### config.mk
export PLATFORM = sky130hd
export DESIGN_NAME = lc4_core
export DESIGN_NICKNAME = d
export VERILOG_FILES = /design/src/lc4_isa_pkg.sv /design/src/lc4_pipe_pkg.sv /design/src/lc4_fetch_stage.sv /design/src/lc4_decode_stage.sv /design/src/lc4_execute_stage.sv /design/src/lc4_memory_stage.sv /design/src/lc4_core.sv
export SDC_FILE = /design/constraint.sdc
export NUM_CORES = 1
export LEC_CHECK = 0
export ABC_AREA = 1
export BUFFER_PORTS_ARGS = -buffer_cell sky130_fd_sc_hd__buf_4
export CAP_MARGIN = 40
export CORE_UTILIZATION = 58
export CTS_BUF_LIST = sky130_fd_sc_hd__clkbuf_8
export DETAILED_ROUTE_END_ITERATION = 6
export PLACE_DENSITY = 0.8
export SLEW_MARGIN = 20
export SYNTH_ARGS = -nofsm -noshare
export SYNTH_HDL_FRONTEND = slang
export SYNTH_HIERARCHICAL = 1
export SYNTH_SLANG_ARGS = --single-unit
### constraint.sdc
create_clock -name gwe -period 6.8 [get_ports gwe]
set_input_delay 0 -clock gwe [delete_from_list [all_inputs] [get_ports gwe]]
set_output_delay 0 -clock gwe [all_outputs]
set_load 0.02 [all_outputs]
### src/lc4_isa_pkg.sv
// LC4 instruction set: widths, opcodes, sub-op codes, field positions,
// the NZP type, the decoded control bundle and the NZP helper
package lc4_isa_pkg;

    localparam int XLEN = 16;

    typedef logic [XLEN-1:0] insn_t;
    typedef logic [2:0]      reg_sel_t;
    // negative, zero, positive
    typedef logic [2:0]      nzp_t;

    localparam logic [3:0] OP_BR    = 4'b0000;
    localparam logic [3:0] OP_ARITH = 4'b0001;
    localparam logic [3:0] OP_LOGIC = 4'b0101;
    localparam logic [3:0] OP_LDR   = 4'b0110;
    localparam logic [3:0] OP_STR   = 4'b0111;
    localparam logic [3:0] OP_CONST = 4'b1001;

    // insn[5:3] of register forms, insn[5] set means the imm5 form
    localparam logic [2:0] ARITH_ADD = 3'b000;
    localparam logic [2:0] ARITH_MUL = 3'b001;
    localparam logic [2:0] ARITH_SUB = 3'b010;
    localparam logic [2:0] ARITH_DIV = 3'b011;
    localparam logic [2:0] LOGIC_AND = 3'b000;
    localparam logic [2:0] LOGIC_NOT = 3'b001;
    localparam logic [2:0] LOGIC_OR  = 3'b010;

    // low bit of each instruction field
    localparam int OPC_LSB = 12;
    localparam int RD_LSB  = 9;
    localparam int RS_LSB  = 6;
    localparam int SUB_LSB = 3;
    localparam int RT_LSB  = 0;

    typedef struct packed {
        reg_sel_t rs_sel;
        reg_sel_t rt_sel;
        reg_sel_t rd_sel;
        logic     rs_re;
        logic     rt_re;
        logic     rd_we;
        logic     nzp_we;
        logic     is_load;
        logic     is_store;
        logic     is_branch;
    } decoded_t;

    function automatic nzp_t nzp_of(input logic [XLEN-1:0] value);
        if (value == '0) begin
            return 3'b010;
        end
        return value[XLEN-1] ? 3'b100 : 3'b001;
    endfunction

endpackage

### src/lc4_pipe_pkg.sv
// pipeline definitions: stall codes and the structs crossing each
// stage boundary, the last one doubling as the writeback trace
package lc4_pipe_pkg;

    typedef enum logic [1:0] {
        STALL_NONE  = 2'd0,
        STALL_FLUSH = 2'd2,
        STALL_LOAD  = 2'd3
    } stall_t;

    typedef struct packed {
        logic [lc4_isa_pkg::XLEN-1:0] pc;
        lc4_isa_pkg::insn_t           insn;
        stall_t                       stall;
    } fd_t;

    typedef struct packed {
        logic [lc4_isa_pkg::XLEN-1:0] pc;
        lc4_isa_pkg::insn_t           insn;
        lc4_isa_pkg::decoded_t        dec;
        logic [lc4_isa_pkg::XLEN-1:0] rs_val;
        logic [lc4_isa_pkg::XLEN-1:0] rt_val;
        stall_t                       stall;
    } dx_t;

    typedef struct packed {
        logic [lc4_isa_pkg::XLEN-1:0] pc;
        lc4_isa_pkg::insn_t           insn;
        lc4_isa_pkg::decoded_t        dec;
        logic [lc4_isa_pkg::XLEN-1:0] result;
        logic [lc4_isa_pkg::XLEN-1:0] st_data;
        lc4_isa_pkg::nzp_t            nzp;
        stall_t                       stall;
    } xm_t;

    // register write bundle and retirement trace in one
    typedef struct packed {
        logic [lc4_isa_pkg::XLEN-1:0] pc;
        lc4_isa_pkg::insn_t           insn;
        stall_t                       stall;
        logic                         rd_we;
        lc4_isa_pkg::reg_sel_t        rd;
        logic [lc4_isa_pkg::XLEN-1:0] wdata;
        logic                         nzp_we;
        lc4_isa_pkg::nzp_t            nzp;
        logic                         dmem_we;
        logic [lc4_isa_pkg::XLEN-1:0] dmem_addr;
        logic [lc4_isa_pkg::XLEN-1:0] dmem_data;
    } wb_t;

endpackage

### src/lc4_fetch_stage.sv
// fetch stage: program counter, next-PC selection and the F/D register
`timescale 1ns/1ps

module lc4_fetch_stage #(
    parameter logic [15:0] RESET_PC = 16'h8200
) (
    input  logic               gwe,
    input  logic               i_rst,
    input  logic               i_stall,
    input  logic               i_redirect,
    input  logic [15:0]        i_target,
    output logic [15:0]        o_imem_addr,
    input  lc4_isa_pkg::insn_t i_imem_insn,
    output lc4_pipe_pkg::fd_t  o_fd
);

    logic [15:0] pc;
    logic [15:0] next_pc;

    assign o_imem_addr = pc;

    // predict not taken, a taken branch in X overrides a hazard hold
    always_comb begin
        if (i_redirect) begin
            next_pc = i_target;
        end else if (i_stall) begin
            next_pc = pc;
        end else begin
            next_pc = pc + 16'd1;
        end
    end

    always_ff @(posedge gwe) begin
        if (i_rst) begin
            pc <= RESET_PC;
        end else begin
            pc <= next_pc;
        end
    end

    always_ff @(posedge gwe) begin
        if (i_rst || i_redirect) begin
            o_fd <= '{stall: lc4_pipe_pkg::STALL_FLUSH, default: '0};
        end else if (!i_stall) begin
            o_fd <= '{pc: pc, insn: i_imem_insn, stall: lc4_pipe_pkg::STALL_NONE};
        end
    end

endmodule

### src/lc4_decode_stage.sv
// decode stage: instruction decoder, register file with W write-through,
// load hazard detection and the D/X register
`timescale 1ns/1ps

module lc4_decode_stage (
    input  logic                  gwe,
    input  logic                  i_rst,
    input  lc4_pipe_pkg::fd_t     i_fd,
    input  logic                  i_x_load,
    input  lc4_isa_pkg::reg_sel_t i_x_rd,
    input  logic                  i_redirect,
    input  lc4_pipe_pkg::wb_t     i_wb,
    output logic                  o_stall,
    output lc4_pipe_pkg::dx_t     o_dx
);

    lc4_isa_pkg::decoded_t dec;
    logic [3:0]            opcode;
    logic [2:0]            sub_op;
    logic [15:0]           regs [8];
    logic [15:0]           rs_val;
    logic [15:0]           rt_val;

    assign opcode = i_fd.insn[lc4_isa_pkg::OPC_LSB +: 4];
    assign sub_op = i_fd.insn[lc4_isa_pkg::SUB_LSB +: 3];

    // bubbles and opcodes outside the subset decode to a NOP
    always_comb begin
        dec = '0;
        if (i_fd.stall == lc4_pipe_pkg::STALL_NONE) begin
            case (opcode)
                lc4_isa_pkg::OP_BR: begin
                    dec.is_branch = 1'b1;
                end
                lc4_isa_pkg::OP_ARITH, lc4_isa_pkg::OP_LOGIC: begin
                    if (opcode == lc4_isa_pkg::OP_LOGIC || sub_op != lc4_isa_pkg::ARITH_DIV) begin
                        dec.rs_sel = i_fd.insn[lc4_isa_pkg::RS_LSB +: 3];
                        dec.rd_sel = i_fd.insn[lc4_isa_pkg::RD_LSB +: 3];
                        dec.rs_re  = 1'b1;
                        dec.rd_we  = 1'b1;
                        dec.nzp_we = 1'b1;
                        // immediate forms and NOT have no second source
                        if (!sub_op[2] && !(opcode == lc4_isa_pkg::OP_LOGIC
                                && sub_op == lc4_isa_pkg::LOGIC_NOT)) begin
                            dec.rt_sel = i_fd.insn[lc4_isa_pkg::RT_LSB +: 3];
                            dec.rt_re  = 1'b1;
                        end
                    end
                end
                lc4_isa_pkg::OP_LDR: begin
                    dec.rs_sel  = i_fd.insn[lc4_isa_pkg::RS_LSB +: 3];
                    dec.rd_sel  = i_fd.insn[lc4_isa_pkg::RD_LSB +: 3];
                    dec.rs_re   = 1'b1;
                    dec.rd_we   = 1'b1;
                    dec.nzp_we  = 1'b1;
                    dec.is_load = 1'b1;
                end
                lc4_isa_pkg::OP_STR: begin
                    // store data register sits in the rd field
                    dec.rs_sel   = i_fd.insn[lc4_isa_pkg::RS_LSB +: 3];
                    dec.rt_sel   = i_fd.insn[lc4_isa_pkg::RD_LSB +: 3];
                    dec.rs_re    = 1'b1;
                    dec.rt_re    = 1'b1;
                    dec.is_store = 1'b1;
                end
                lc4_isa_pkg::OP_CONST: begin
                    dec.rd_sel = i_fd.insn[lc4_isa_pkg::RD_LSB +: 3];
                    dec.rd_we  = 1'b1;
                    dec.nzp_we = 1'b1;
                end
                default: begin
                    dec = '0;
                end
            endcase
        end
    end

    // the value being written this cycle is visible to the read
    always_comb begin
        rs_val = regs[dec.rs_sel];
        rt_val = regs[dec.rt_sel];
        if (i_wb.rd_we && i_wb.rd == dec.rs_sel) begin
            rs_val = i_wb.wdata;
        end
        if (i_wb.rd_we && i_wb.rd == dec.rt_sel) begin
            rt_val = i_wb.wdata;
        end
    end

    always_ff @(posedge gwe) begin
        if (i_rst) begin
            for (int i = 0; i < 8; i++) begin
                regs[i] <= '0;
            end
        end else if (i_wb.rd_we) begin
            regs[i_wb.rd] <= i_wb.wdata;
        end
    end

    // store data is excluded, WM bypass delivers it in time
    assign o_stall = i_x_load && (dec.is_branch
                     || (dec.rs_re && dec.rs_sel == i_x_rd)
                     || (dec.rt_re && !dec.is_store && dec.rt_sel == i_x_rd));

    always_ff @(posedge gwe) begin
        if (i_rst || i_redirect) begin
            o_dx <= '{stall: lc4_pipe_pkg::STALL_FLUSH, default: '0};
        end else if (o_stall) begin
            o_dx <= '{stall: lc4_pipe_pkg::STALL_LOAD, default: '0};
        end else begin
            o_dx <= '{pc: i_fd.pc, insn: i_fd.insn, dec: dec, rs_val: rs_val,
                      rt_val: rt_val, stall: i_fd.stall};
        end
    end

endmodule

### src/lc4_execute_stage.sv
// execute stage: MX/WX operand bypass, ALU, NZP register,
// branch resolution and the X/M register
`timescale 1ns/1ps

module lc4_execute_stage (
    input  logic                  gwe,
    input  logic                  i_rst,
    input  lc4_pipe_pkg::dx_t     i_dx,
    input  lc4_pipe_pkg::wb_t     i_wb,
    input  lc4_isa_pkg::nzp_t     i_load_nzp,
    output logic                  o_redirect,
    output logic [15:0]           o_target,
    output logic                  o_x_load,
    output lc4_isa_pkg::reg_sel_t o_x_rd,
    output lc4_pipe_pkg::xm_t     o_xm
);

    logic [3:0]        opcode;
    logic [2:0]        sub_op;
    logic [15:0]       imm5;
    logic [15:0]       imm6;
    logic [15:0]       imm9;
    logic [15:0]       rs_op;
    logic [15:0]       rt_op;
    logic [15:0]       result;
    lc4_isa_pkg::nzp_t nzp_q;

    assign opcode = i_dx.insn[lc4_isa_pkg::OPC_LSB +: 4];
    assign sub_op = i_dx.insn[lc4_isa_pkg::SUB_LSB +: 3];
    assign imm5   = {{11{i_dx.insn[4]}}, i_dx.insn[4:0]};
    assign imm6   = {{10{i_dx.insn[5]}}, i_dx.insn[5:0]};
    assign imm9   = {{7{i_dx.insn[8]}}, i_dx.insn[8:0]};

    // MX over WX over the register read
    // a load in M has no data yet and the load-use stall keeps its users out
    always_comb begin
        rs_op = i_dx.rs_val;
        rt_op = i_dx.rt_val;
        if (i_wb.rd_we && i_wb.rd == i_dx.dec.rs_sel) begin
            rs_op = i_wb.wdata;
        end
        if (i_wb.rd_we && i_wb.rd == i_dx.dec.rt_sel) begin
            rt_op = i_wb.wdata;
        end
        if (o_xm.dec.rd_we && !o_xm.dec.is_load && o_xm.dec.rd_sel == i_dx.dec.rs_sel) begin
            rs_op = o_xm.result;
        end
        if (o_xm.dec.rd_we && !o_xm.dec.is_load && o_xm.dec.rd_sel == i_dx.dec.rt_sel) begin
            rt_op = o_xm.result;
        end
    end

    always_comb begin
        result = '0;
        case (opcode)
            lc4_isa_pkg::OP_BR: begin
                result = i_dx.pc + 16'd1 + imm9;
            end
            lc4_isa_pkg::OP_ARITH: begin
                if (sub_op[2]) begin
                    result = rs_op + imm5;
                end else if (sub_op == lc4_isa_pkg::ARITH_MUL) begin
                    result = rs_op * rt_op;
                end else if (sub_op == lc4_isa_pkg::ARITH_SUB) begin
                    result = rs_op - rt_op;
                end else begin
                    result = rs_op + rt_op;
                end
            end
            lc4_isa_pkg::OP_LOGIC: begin
                if (sub_op[2]) begin
                    result = rs_op & imm5;
                end else if (sub_op == lc4_isa_pkg::LOGIC_AND) begin
                    result = rs_op & rt_op;
                end else if (sub_op == lc4_isa_pkg::LOGIC_NOT) begin
                    result = ~rs_op;
                end else if (sub_op == lc4_isa_pkg::LOGIC_OR) begin
                    result = rs_op | rt_op;
                end else begin
                    result = rs_op ^ rt_op;
                end
            end
            lc4_isa_pkg::OP_LDR, lc4_isa_pkg::OP_STR: begin
                result = rs_op + imm6;
            end
            lc4_isa_pkg::OP_CONST: begin
                result = imm9;
            end
            default: begin
                result = '0;
            end
        endcase
    end

    // the load-branch stall keeps a load out of M while a branch is in X
    assign o_redirect = i_dx.dec.is_branch && |(nzp_q & i_dx.insn[11:9]);
    assign o_target   = result;
    assign o_x_load   = i_dx.dec.is_load;
    assign o_x_rd     = i_dx.dec.rd_sel;

    // ALU ops set flags from X, loads from M, the younger X op wins
    always_ff @(posedge gwe) begin
        if (i_rst) begin
            nzp_q <= '0;
        end else if (i_dx.dec.nzp_we && !i_dx.dec.is_load) begin
            nzp_q <= lc4_isa_pkg::nzp_of(result);
        end else if (o_xm.dec.is_load) begin
            nzp_q <= i_load_nzp;
        end
    end

    always_ff @(posedge gwe) begin
        if (i_rst) begin
            o_xm <= '{stall: lc4_pipe_pkg::STALL_FLUSH, default: '0};
        end else begin
            o_xm <= '{pc: i_dx.pc, insn: i_dx.insn, dec: i_dx.dec, result: result,
                      st_data: rt_op, nzp: lc4_isa_pkg::nzp_of(result), stall: i_dx.stall};
        end
    end

endmodule

### src/lc4_memory_stage.sv
// memory stage: data memory ports with WM store-data bypass,
// load flags, writeback value selection and the M/W register
`timescale 1ns/1ps

module lc4_memory_stage (
    input  logic              gwe,
    input  logic              i_rst,
    input  lc4_pipe_pkg::xm_t i_xm,
    input  logic [15:0]       i_dmem_rdata,
    output logic [15:0]       o_dmem_addr,
    output logic              o_dmem_we,
    output logic [15:0]       o_dmem_wdata,
    output lc4_isa_pkg::nzp_t o_load_nzp,
    output lc4_pipe_pkg::wb_t o_wb
);

    logic              mem_op;
    logic [15:0]       st_data;
    lc4_pipe_pkg::wb_t wb_next;

    assign mem_op = i_xm.dec.is_load || i_xm.dec.is_store;

    // WM bypass, mainly for a store right behind a load of its data register
    assign st_data = (o_wb.rd_we && o_wb.rd == i_xm.dec.rt_sel) ? o_wb.wdata : i_xm.st_data;

    assign o_dmem_addr  = mem_op ? i_xm.result : '0;
    assign o_dmem_we    = i_xm.dec.is_store;
    assign o_dmem_wdata = st_data;
    assign o_load_nzp   = lc4_isa_pkg::nzp_of(i_dmem_rdata);

    // fields an instruction does not use stay zero on the trace
    always_comb begin
        wb_next           = '{pc: i_xm.pc, insn: i_xm.insn, stall: i_xm.stall, default: '0};
        wb_next.rd_we     = i_xm.dec.rd_we;
        wb_next.rd        = i_xm.dec.rd_sel;
        wb_next.nzp_we    = i_xm.dec.nzp_we;
        wb_next.dmem_we   = i_xm.dec.is_store;
        wb_next.dmem_addr = o_dmem_addr;
        if (i_xm.dec.is_load) begin
            wb_next.wdata     = i_dmem_rdata;
            wb_next.nzp       = o_load_nzp;
            wb_next.dmem_data = i_dmem_rdata;
        end else begin
            wb_next.wdata = i_xm.dec.rd_we ? i_xm.result : '0;
            wb_next.nzp   = i_xm.dec.nzp_we ? i_xm.nzp : '0;
        end
        if (i_xm.dec.is_store) begin
            wb_next.dmem_data = st_data;
        end
    end

    always_ff @(posedge gwe) begin
        if (i_rst) begin
            o_wb <= '{stall: lc4_pipe_pkg::STALL_FLUSH, default: '0};
        end else begin
            o_wb <= wb_next;
        end
    end

endmodule

### src/lc4_core.sv
// LC4 five-stage pipeline top level joining fetch, decode,
// execute and memory, with the memory ports and writeback trace
`timescale 1ns/1ps

module lc4_core #(
    parameter logic [15:0] RESET_PC = 16'h8200
) (
    input  logic               gwe,
    input  logic               i_rst,
    output logic [15:0]        o_imem_addr,
    input  lc4_isa_pkg::insn_t i_imem_insn,
    output logic [15:0]        o_dmem_addr,
    output logic               o_dmem_we,
    output logic [15:0]        o_dmem_wdata,
    input  logic [15:0]        i_dmem_rdata,
    output lc4_pipe_pkg::wb_t  o_wb
);

    lc4_pipe_pkg::fd_t     fd;
    lc4_pipe_pkg::dx_t     dx;
    lc4_pipe_pkg::xm_t     xm;
    logic                  stall;
    logic                  redirect;
    logic [15:0]           target;
    logic                  x_load;
    lc4_isa_pkg::reg_sel_t x_rd;
    lc4_isa_pkg::nzp_t     load_nzp;

    lc4_fetch_stage #(.RESET_PC(RESET_PC)) u_fetch (
        .gwe        (gwe),
        .i_rst      (i_rst),
        .i_stall    (stall),
        .i_redirect (redirect),
        .i_target   (target),
        .o_imem_addr(o_imem_addr),
        .i_imem_insn(i_imem_insn),
        .o_fd       (fd)
    );

    lc4_decode_stage u_decode (
        .gwe       (gwe),
        .i_rst     (i_rst),
        .i_fd      (fd),
        .i_x_load  (x_load),
        .i_x_rd    (x_rd),
        .i_redirect(redirect),
        .i_wb      (o_wb),
        .o_stall   (stall),
        .o_dx      (dx)
    );

    lc4_execute_stage u_execute (
        .gwe       (gwe),
        .i_rst     (i_rst),
        .i_dx      (dx),
        .i_wb      (o_wb),
        .i_load_nzp(load_nzp),
        .o_redirect(redirect),
        .o_target  (target),
        .o_x_load  (x_load),
        .o_x_rd    (x_rd),
        .o_xm      (xm)
    );

    lc4_memory_stage u_memory (
        .gwe         (gwe),
        .i_rst       (i_rst),
        .i_xm        (xm),
        .i_dmem_rdata(i_dmem_rdata),
        .o_dmem_addr (o_dmem_addr),
        .o_dmem_we   (o_dmem_we),
        .o_dmem_wdata(o_dmem_wdata),
        .o_load_nzp  (load_nzp),
        .o_wb        (o_wb)
    );

endmodule

After elaboration in Yosys (flattened, before gate mapping)
Memories as Yosys holds them, arrays and structs flattened. A register that Yosys moved wholly into a read port is not among the register bits.
Index checks and enable logic that the tools add are counted.
{"block": "word_totals", "input_bits": 34, "memories": 1, "ramBits": 128, "regBits": 270}
{"block": "op_classes", "n_eq_ne": 22, "mux": 58, "n_bitwise": 7, "reduce_logical": 39, "addsub": 7, "multipliers": 1}
{"name": "u_decode.regs", "depth": 8, "word_bits": 16, "read_ports": 2, "rd_ports_with_merged_regs": 2, "wr": 8, "line_no": "lc4_decode_stage.sv:20", "text": "logic [15:0] regs [8];"}
{"operator": "16-bit 2-to-1 mux", "count": 21}
{"operator": "16-bit case mux with 5 select lines", "count": 1}
{"operator": "16-bit adder", "count": 4}
{"operator": "3-bit 2-to-1 mux", "count": 13}
{"operator": "16-bit by 1-bit adder with 16-bit output (second input constant)", "count": 2}
{"operator": "16-bit AND", "count": 2}
{"operator": "16-bit zero test", "count": 2}
{"operator": "4-bit by 3-bit equality test with 1-bit output (second input constant)", "count": 6}
{"operator": "3-bit equality test", "count": 7}
{"operator": "3-bit case mux with 2 select lines", "count": 3}
{"operator": "16-bit by 16-bit multiplier with 16-bit output", "count": 1}
{"operator": "1-bit 2-to-1 mux", "count": 16}
{"operator": "16-bit NOT", "count": 1}
{"operator": "16-bit OR", "count": 1}
{"operator": "16-bit OR reduction", "count": 1}
{"operator": "16-bit subtractor", "count": 1}
{"operator": "16-bit XOR", "count": 1}
{"operator": "1-bit logical AND", "count": 14}
{"operator": "13-bit 2-to-1 mux", "count": 1}
{"operator": "2-bit OR reduction", "count": 5}
{"operator": "4-bit by 1-bit equality test with 1-bit output (second input constant)", "count": 2}
{"operator": "4-bit equality test (second input constant)", "count": 2}
{"operator": "4-bit zero test", "count": 2}
{"operator": "3-bit by 1-bit equality test with 1-bit output (second input constant)", "count": 2}
{"operator": "other kinds (13)", "count": 23}

Logic depth before layout (Yosys ltp)
Gate-level depths: netlist (run 1).
{"block": "depth", "depth_word": 16, "depth_mapped": 45}

Modules after synthesis
Netlist (run 1), hierarchy kept.
{"module": "lc4_execute_stage", "instances": 1, "cells_per_inst": 1922, "area_each_um2": 12768.5}
{"module": "lc4_decode_stage", "instances": 1, "cells_per_inst": 1327, "area_each_um2": 10339.9}
{"module": "lc4_memory_stage", "instances": 1, "cells_per_inst": 464, "area_each_um2": 3621.0}
{"module": "lc4_fetch_stage", "instances": 1, "cells_per_inst": 300, "area_each_um2": 2160.8}

Least setup slack after synthesis (run 1)
Ideal clock, no wire load.
{"block": "synth_timing", "path_kind": "register to register", "start": "register, netlist name u_memory/o_wb[55]", "end": "register u_fetch.pc[15], in the netlist u_fetch/o_imem_addr[15]", "arrival_time_ns": 6.613, "required_ns": 6.679, "path_stages_with_launch": 37, "slack_ns": 0.066, "cell_sequence": "dfxtp_1 -> inv_1 -> nand2_1 -> nand2_1 -> nor2_4 -> nand2_4 -> or2_1 -> o21ai_0 -> nand2_1 -> o21ai_2 -> inv_1 -> ha_1 -> fa_1 -> inv_1 -> fa_1 -> inv_1 -> fa_1 -> fa_1 -> fa_1 -> inv_1 -> fa_1 -> inv_1 -> ha_1 -> a21oi_1 -> o221ai_1 -> a31oi_1 -> nand3_1 -> nand2_1 -> inv_1 -> nand2_1 -> nand3_1 -> nand2_1 -> nand2_1 -> nand2_2 -> nand3_4 -> a221oi_1 -> nand2_1"}
{"block": "synth_between", "elab_chain_cells": 11}
{"item": "branches (longest 9 deep; another with 16-bit by 16-bit multiplier with 16-bit output)"}
{"item": "16-bit case mux with 5 select lines *", "line_no": "lc4_execute_stage.sv:55", "text": "case (opcode)"}
{"item": "via target[15]", "line_no": "lc4_core.sv:24", "text": "logic [15:0] target;"}
{"item": "16-bit 2-to-1 mux *", "line_no": "lc4_fetch_stage.sv:24", "text": "if (i_redirect) begin"}
{"item": "to (signal assigned)", "line_no": "lc4_fetch_stage.sv:37", "text": "pc <= next_pc;"}
{"item": "to (decl)", "line_no": "lc4_fetch_stage.sv:17", "text": "logic [15:0] pc;"}
Mark *: on every way through the listed nets, which the timed path passes.
A chain may end at the register's enable or synchronous reset.

Worst setup path after layout (run 1)
{"block": "layout_timing", "start": "register u_execute/o_xm[45] (netlist name)", "end": "register u_execute.nzp_q[0]"}
{"block": "layout_between", "elab_chain_cells": 15}
{"item": "from (decl)", "line_no": "lc4_execute_stage.sv:15", "text": "output lc4_pipe_pkg::xm_t o_xm"}
{"item": "from (signal assigned)", "line_no": "lc4_execute_stage.sv:116", "text": "o_xm <= '{pc: i_dx.pc, insn: i_dx.insn, dec: i_dx.dec, result: result,"}
{"item": "branches (longest 8 deep; another with 16-bit by 16-bit multiplier with 16-bit output)"}
{"item": "16-bit case mux with 5 select lines *", "line_no": "lc4_execute_stage.sv:55"}
{"item": "16-bit zero test", "line_no": "lc4_isa_pkg.sv:49", "text": "if (value == '0) begin"}
{"item": "1-bit 2-to-1 mux", "line_no": "lc4_isa_pkg.sv:49"}
{"item": "1-bit 2-to-1 mux", "line_no": "lc4_execute_stage.sv:105", "text": "end else if (i_dx.dec.nzp_we && !i_dx.dec.is_load) begin"}
{"item": "1-bit 2-to-1 mux", "line_no": "lc4_execute_stage.sv:103", "text": "if (i_rst) begin"}
{"item": "3-bit 2-to-1 mux *", "line_no": "lc4_isa_pkg.sv:52", "text": "return value[XLEN-1] ? 3'b100 : 3'b001;"}
{"item": "3-bit 2-to-1 mux *", "line_no": "lc4_execute_stage.sv:105"}
{"item": "to (signal assigned)", "line_no": "lc4_execute_stage.sv:106", "text": "nzp_q <= lc4_isa_pkg::nzp_of(result);"}
{"item": "to (signal assigned)", "line_no": "lc4_execute_stage.sv:108", "text": "nzp_q <= i_load_nzp;"}
{"item": "to (decl)", "line_no": "lc4_execute_stage.sv:26", "text": "lc4_isa_pkg::nzp_t nzp_q;"}
Every way passes the cells marked *. The select of a mux whose other input is x is not followed.

==> summary.txt, run 1 <==
Outcome
  – Status: finished with violations
  – Failing checks: negative setup slack

Timing
  – Worst-Margin Slew: 0.875 ns
  – Setup violations, final: 3
  – RSZ-0062 raised after global routing: true
  – Period minus WS final: 6.84 ns
  – Final WS setup: -0.0377 ns
  – Final hold vios: 0
  – Final worst-path cycle share: 101%
  – Worst Skew: 0.0543 ns
  – Setup TNS: -0.0781 ns
  – Maximum clock rate: 146 MHz
  – Slew margin rel.: 41.6%
  – Count of pins over their slew limit: 0
  – Hold Slack: 0.152 ns

Worst setup path
  – CP Class: reg2reg
  – Crit-path max cell delay: 0.55 ns
  – Crit path capture type: register
  – Critical Path Slowest Stage Cell: fa_1
  – CP max FO: 14
  – CP required: 7.36 ns
  – CP arrival: 7.39 ns
  – CP Launch Type: register
  – Cell mode on critical path: nand2_1

Power and ir drop
  – Net Sw Frac: 30.8%
  – P per Cell Area: 180 nW/um^2
  – Clock network power share: 36.7%
  – Comb power frac: 18.5%
  – Leak Pwr: 0.0162 uW
  – Reg power frac: 44.8%
  – Net Sw Power: 1890 uW
  – P_int: 4250 uW
  – Peak supply drop: 0.000187 V

Final layout
  – Layout cells sized above 1: 18.6%
  – Layout fillers: 4005
  – Area Overhead vs Synth: 19.0%
  – Final nets: 4585
  – Post-route insts no fill: 5053

Placed design
  – I/O Buffers: 173
  – Gpl congestion: 1.04
  – HPWL Detailed: 72000 um
  – Number of cells after detailed placement: 4851

Clocking
  – CTS root buf: clkbuf_8
  – Num CTS Buffers: 72
  – TritonCTS clock tree: yes
  – H-tree depth: 3
  – Worst-path clk slew: 0.06 ns
  – Worst-skew pair later-pin latency: 0.70 ns
  – Clk sinks: 429
  – Clock buffer depth: 3

Floorplan
  – Core area: 48800 um^2
  – DIE WIDTH: 224 um
  – I/O pins: 174
  – Die Area: 50300 um^2
  – Initial Util: 58.7%
  – Die H: 224 um
  – Placement Rows: 81

Routing
  – Post-DR wirelength/cell: 19.8 um
  – DR pass1 iterations: 6
  – Antenna-violating nets left: 0
  – Vias per cell: 5.63
  – Routed wire length: 100000 um
  – DRT iter0 DRCs: 3503
  – DRC Markers: 0
  – Via count: 28464

GRT
  – Pin count of the biggest net entering global routing: 92
  – Vias in the first global route: 26184
  – Total gr overflow: 0
  – Initial antenna violation count: 1
  – All-layer global routing usage: 38.9%
  – First-pass GRT wire length: 149000 um

Run
  – Max Cap Viol: 0

Logic synthesis
  – Syn avg cell area: 7.18 um^2
  – Yosys warning count: 6
  – Post-Synthesis Cells: 3992
  – Cell Area, Synth: 28700 um^2
  – Syn_nets: 4246

Worst hold path
  – Worst min path class: in2reg
==> layout make-up <==
class                      instances  area (um^2)  share of cell area [%]
multi-input combinational       2735        15800                    46.4
clock inverter                    50          283                   0.829
antenna                            2         5.00                  0.0147
tap                              664          831                    2.43
inverter                         650         2450                    7.19
clock buffer                      80         1100                    3.23
sequential                       429         9890                    29.0
timing repair buffer             443         3740                    11.0
==> power by group through the flow <==
stage	Clock, uW	Sequential (uW)	Combinational (uW)
detailed placement	0	2800	1000
global placement	0	2800	988
finish	2250	2750	1140
floorplan	0	2790	621
CTS	2260	2750	1030
global route	2380	2750	1230
==> worst max-delay path, delay by kind of cell, from the launching register on <==
kind	cells	cell delay, ns
compound gates	6	0.92
xor+xnor	1	0.19
fa+ha+maj	7	3.04
buf+inv	8	0.74
flops	1	0.37
simple gates	15	1.46
==> registers in the layout, indices dropped and copies added (netlist names) <==
signal and count:
u_memory/o_wb 91, u_fetch/o_fd 33, u_execute/nzp_q 3, u_decode/o_dx 79
u_fetch/o_imem_addr 16, u_execute/o_xm 79, u_decode/regs 128
==> layer usage <==
metal | track usage (%) | up-vias | wire [um]
li1 | - | 13248 | -
met1 | 53.6 | 13161 | 40400
met2 | 57.8 | 1775 | 43200
met3 | 10.1 | 280 | 12700
met4 | 16.1 | 0 | 3780
met5 | 0 | - | 0
==> through the flow <==
| stage | total power, uW | util (%) | setup WS, ns | cell area [um^2] |
|---|---|---|---|---|
| floorplan | 3410 | - | 0.0658 | 28700 |
| global placement | 3790 | 64.2 | 0.0574 | 31400 |
| detailed placement | 3800 | 64.4 | -0.113 | 31500 |
| CTS | 6040 | 68.1 | 0.00141 | 33300 |
| global route | 6360 | 69.8 | -0.357 | 34100 |
| finish | 6140 | 69.9 | -0.0377 | 34100 |
==> what timing repair did <==
item                                    4_1_cts  5_1_grt
setup buffers                                 6       20
pin swaps                                     9       59
endpoints found under the hold margin        97        0
gates resized for setup                      13      138
hold buffers                                 33        0
endpoints found under the setup margin        7       17
gates cloned                                  0        2
==> final timing paths <==
path,depth (start not counted),startpoint,slack [ns],end
setup / recovery,37,u_execute/o_xm[45]$_SDFF_PP0_,-0.04,u_execute/nzp_q[0]$_SDFFE_PP0P_
setup reg to reg,37,u_execute/o_xm[45]$_SDFF_PP0_,-0.04,u_execute/nzp_q[0]$_SDFFE_PP0P_
hold / removal,4,i_imem_insn[1],0.15,u_fetch/o_fd[3]$_SDFFE_PP0N_
hold reg to reg,2,u_execute/o_xm[74]$_SDFF_PP0_,0.39,u_memory/o_wb[80]$_SDFF_PP0_
==> placed cells by master, fill, tap and decap left out, types with 7 or more instances in the layout <==
cell type	n
nand2_1	934
inv_1	595
nor2_1	503
buf_4	372
dfxtp_1	292
nand3_1	245
a21oi_1	196
edfxtp_1	128
ha_1	123
o21ai_0	111
o211ai_1	93
clkbuf_8	80
fa_1	78
nand2_2	54
nor2_2	53
inv_2	48
o21ai_1	35
dlygate4sd3_1	33
nor3_1	33
nand3_2	32
clkinv_1	31
xor2_1	29
xnor2_1	17
buf_6	16
nor2_4	15
nand4_1	15
nand3b_1	14
clkinv_2	13
o21ai_2	13
ha_4	13
nand2_4	11
buf_12	10
or2_2	10
a21oi_2	9
o21bai_1	9
a211oi_1	8
buf_8	7
dfxtp_2	7
a31oi_1	7
Note: power is estimated with default switching activity, not from simulation.
==> inputs of run 2 (changes only) <==
Settings changed: CORE_UTILIZATION 58 to 34, PLACE_DENSITY 0.8 to unset.
==> run 2 against run 1 <==
  * Clock power grew 5%
  * Via count shrank 1.8%
  * Routed wire length grew 5.9%
  * The flow now finishes without violations
  * Non-clock buffer count grew 28
  * Total power grew 2.1%
  * Flip-flop and latch count is the same
  * Combinational power is essentially flat
  * Sequential share of layout area shrank 0.79 points
  * Critical path depth grew 2
==> summary.txt, run 2 (synthesis results as in run 1) <==
Outcome
  – Status: completed

Final layout
  – Post-route cell area: 35100 um^2
  – Largest reg by FF count: u_decode/regs
  – Commonest non-fill, non-tap cell in the layout: nand2_1
  – Most frequent cells in the layout: nand2_1, inv_1, nor2_1, buf_4, dfxtp_1
  – Layout cells sized above 1: 19.2%
  – Largest register FFs: 128
  – Largest registers: u_decode/regs x128, u_memory/o_wb x91
  – Post-route insts no fill: 5506
  – Area Overhead vs Synth: 22.2%
  – Final nets: 4621

Floorplan
  – DIE WIDTH: 292 um
  – Die Area: 85500 um^2
  – Die H: 292 um
  – Placement Rows: 106
  – Core area: 83600 um^2
  – I/O pins: 174
  – Initial Util: 34.3%

Routing
  – DRT iter0 DRCs: 2886
  – Met3 wire len: 10800 um
  – DR pass1 iterations: 7
  – Post-Route M1 WL: 47300 um
  – Via count: 27943
  – Vias per cell: 5.08
  – Met2 wire length: 45100 um
  – DRC Markers: 0
  – Post-DR wirelength/cell: 19.2 um
  – Routed wire length: 106000 um
  – Antenna-violating nets left: 0
  – Uppermost routed layer: met4

Timing
  – Final hold vios: 0
  – Period minus WS final: 6.72 ns
  – Hold Slack: 0.140 ns
  – Count of pins over their slew limit: 0
  – Worst-Margin Slew: 0.826 ns
  – RSZ-0062 raised after global routing: true
  – Worst Skew: 0.0449 ns
  – Setup violations, final: 0
  – Maximum clock rate: 149 MHz
  – Final worst-path cycle share: 98.9%
  – Setup TNS: 0 ns
  – Slew margin rel.: 44.9%

Placed design
  – Gpl congestion: 0.979
  – HPWL Detailed: 78200 um
  – Number of cells after detailed placement: 5305
  – I/O Buffers: 173
  – Dpl cell area: 32400 um^2

Worst setup path
  – CP arrival: 7.29 ns
  – CP required: 7.37 ns
  – Crit-path max cell delay: 0.56 ns
  – Cell mode on critical path: fa_1
  – CP max FO: 7
  – Crit path capture type: register
  – Critical Path Slowest Stage Cell: fa_1
  – Worst path bufs/invs: 11
  – CP Class: reg2reg
  – CP Launch Type: register
  – Crit path max-delay family: adder cells

Clocking
  – TritonCTS clock tree: yes
  – Worst-skew pair later-pin latency: 0.70 ns
  – Worst-path clk slew: 0.06 ns
  – Clk sinks: 429
  – CTS root buf: clkbuf_8
  – H-tree depth: 3
  – Clock buffer depth: 3
  – Num CTS Buffers: 78

GRT
  – First-pass GRT wire length: 159000 um
  – Vias in the first global route: 26362
  – All-layer global routing usage: 24.3%
  – Pin count of the biggest net entering global routing: 101
  – Initial antenna violation count: 2
  – Total gr overflow: 0

Power and ir drop
  – P per Cell Area: 179 nW/um^2
  – Peak supply drop: 0.000169 V
  – Leak Pwr: 0.0164 uW

Worst hold path
  – Worst min path class: in2reg

Run
  – Max Cap Viol: 0
run 2: final timing paths:
check | endpoint | start | slack (ns) | cells after the start
max | u_execute/nzp_q[2]$_SDFFE_PP0P_ | u_memory/o_wb[53]$_SDFF_PP0_ | 0.08 | 39
min | u_fetch/o_fd[13]$_SDFFE_PP0N_ | i_imem_insn[11] | 0.14 | 4
max reg2reg | u_execute/nzp_q[2]$_SDFFE_PP0P_ | u_memory/o_wb[53]$_SDFF_PP0_ | 0.08 | 39
min reg2reg | u_memory/o_wb[64]$_SDFF_PP0_ | u_execute/o_xm[58]$_SDFF_PP0_ | 0.39 | 2
run 2: layer usage:
metal,track usage (%),vias up
met2,36.8,1303
met1,34.5,13123
met4,7.07,0
li1,-,13339
met5,0,-
met3,5.23,178
run 2: per-stage QoR:
| stage | worst slack, ns | util [%] | total power, uW |
|---|---|---|---|
| after detailed placement | -0.140 | 38.8 | 3840 |
| after floorplan | 0.0658 | - | 3410 |
| after CTS | -0.0127 | 41.2 | 6250 |
| final | 0.0768 | 42.0 | 6270 |
| after global routing | -0.297 | 42.0 | 6540 |
| after global placement | -0.0452 | 38.4 | 3830 |
run 2: power by group:
group | internal, uW | switching [uW]
clock | 1200 | 1170
sequential | 2700 | 50.6
combinational | 425 | 723
run 2: cell type report:
cell class / count / area (um^2)
Clock inverter: 48 / 241
Tap cell: 1080 / 1350
Antenna cell: 2 / 5.00
Multi-Input combinational cell: 2737 / 15900
Inverter: 650 / 2450
Fill cell: 8657 / 48500
Timing Repair Buffer: 471 / 4050
Sequential cell: 429 / 9880
Clock buffer: 89 / 1220
run 2: worst min-delay path: stages:
cell           delay, ns
dlygate4sd3_1       0.52
buf_4               0.10
nand2_1             0.04
a21oi_1             0.10
run 2: timing repair:
action	4_1_cts	5_1_grt
hold buffers	33	0
endpoints found under the setup margin	11	18
endpoints found under the hold margin	142	0
buffers inserted	8	18
pin swaps	17	55
gates resized for setup	38	108
gates cloned	2	0
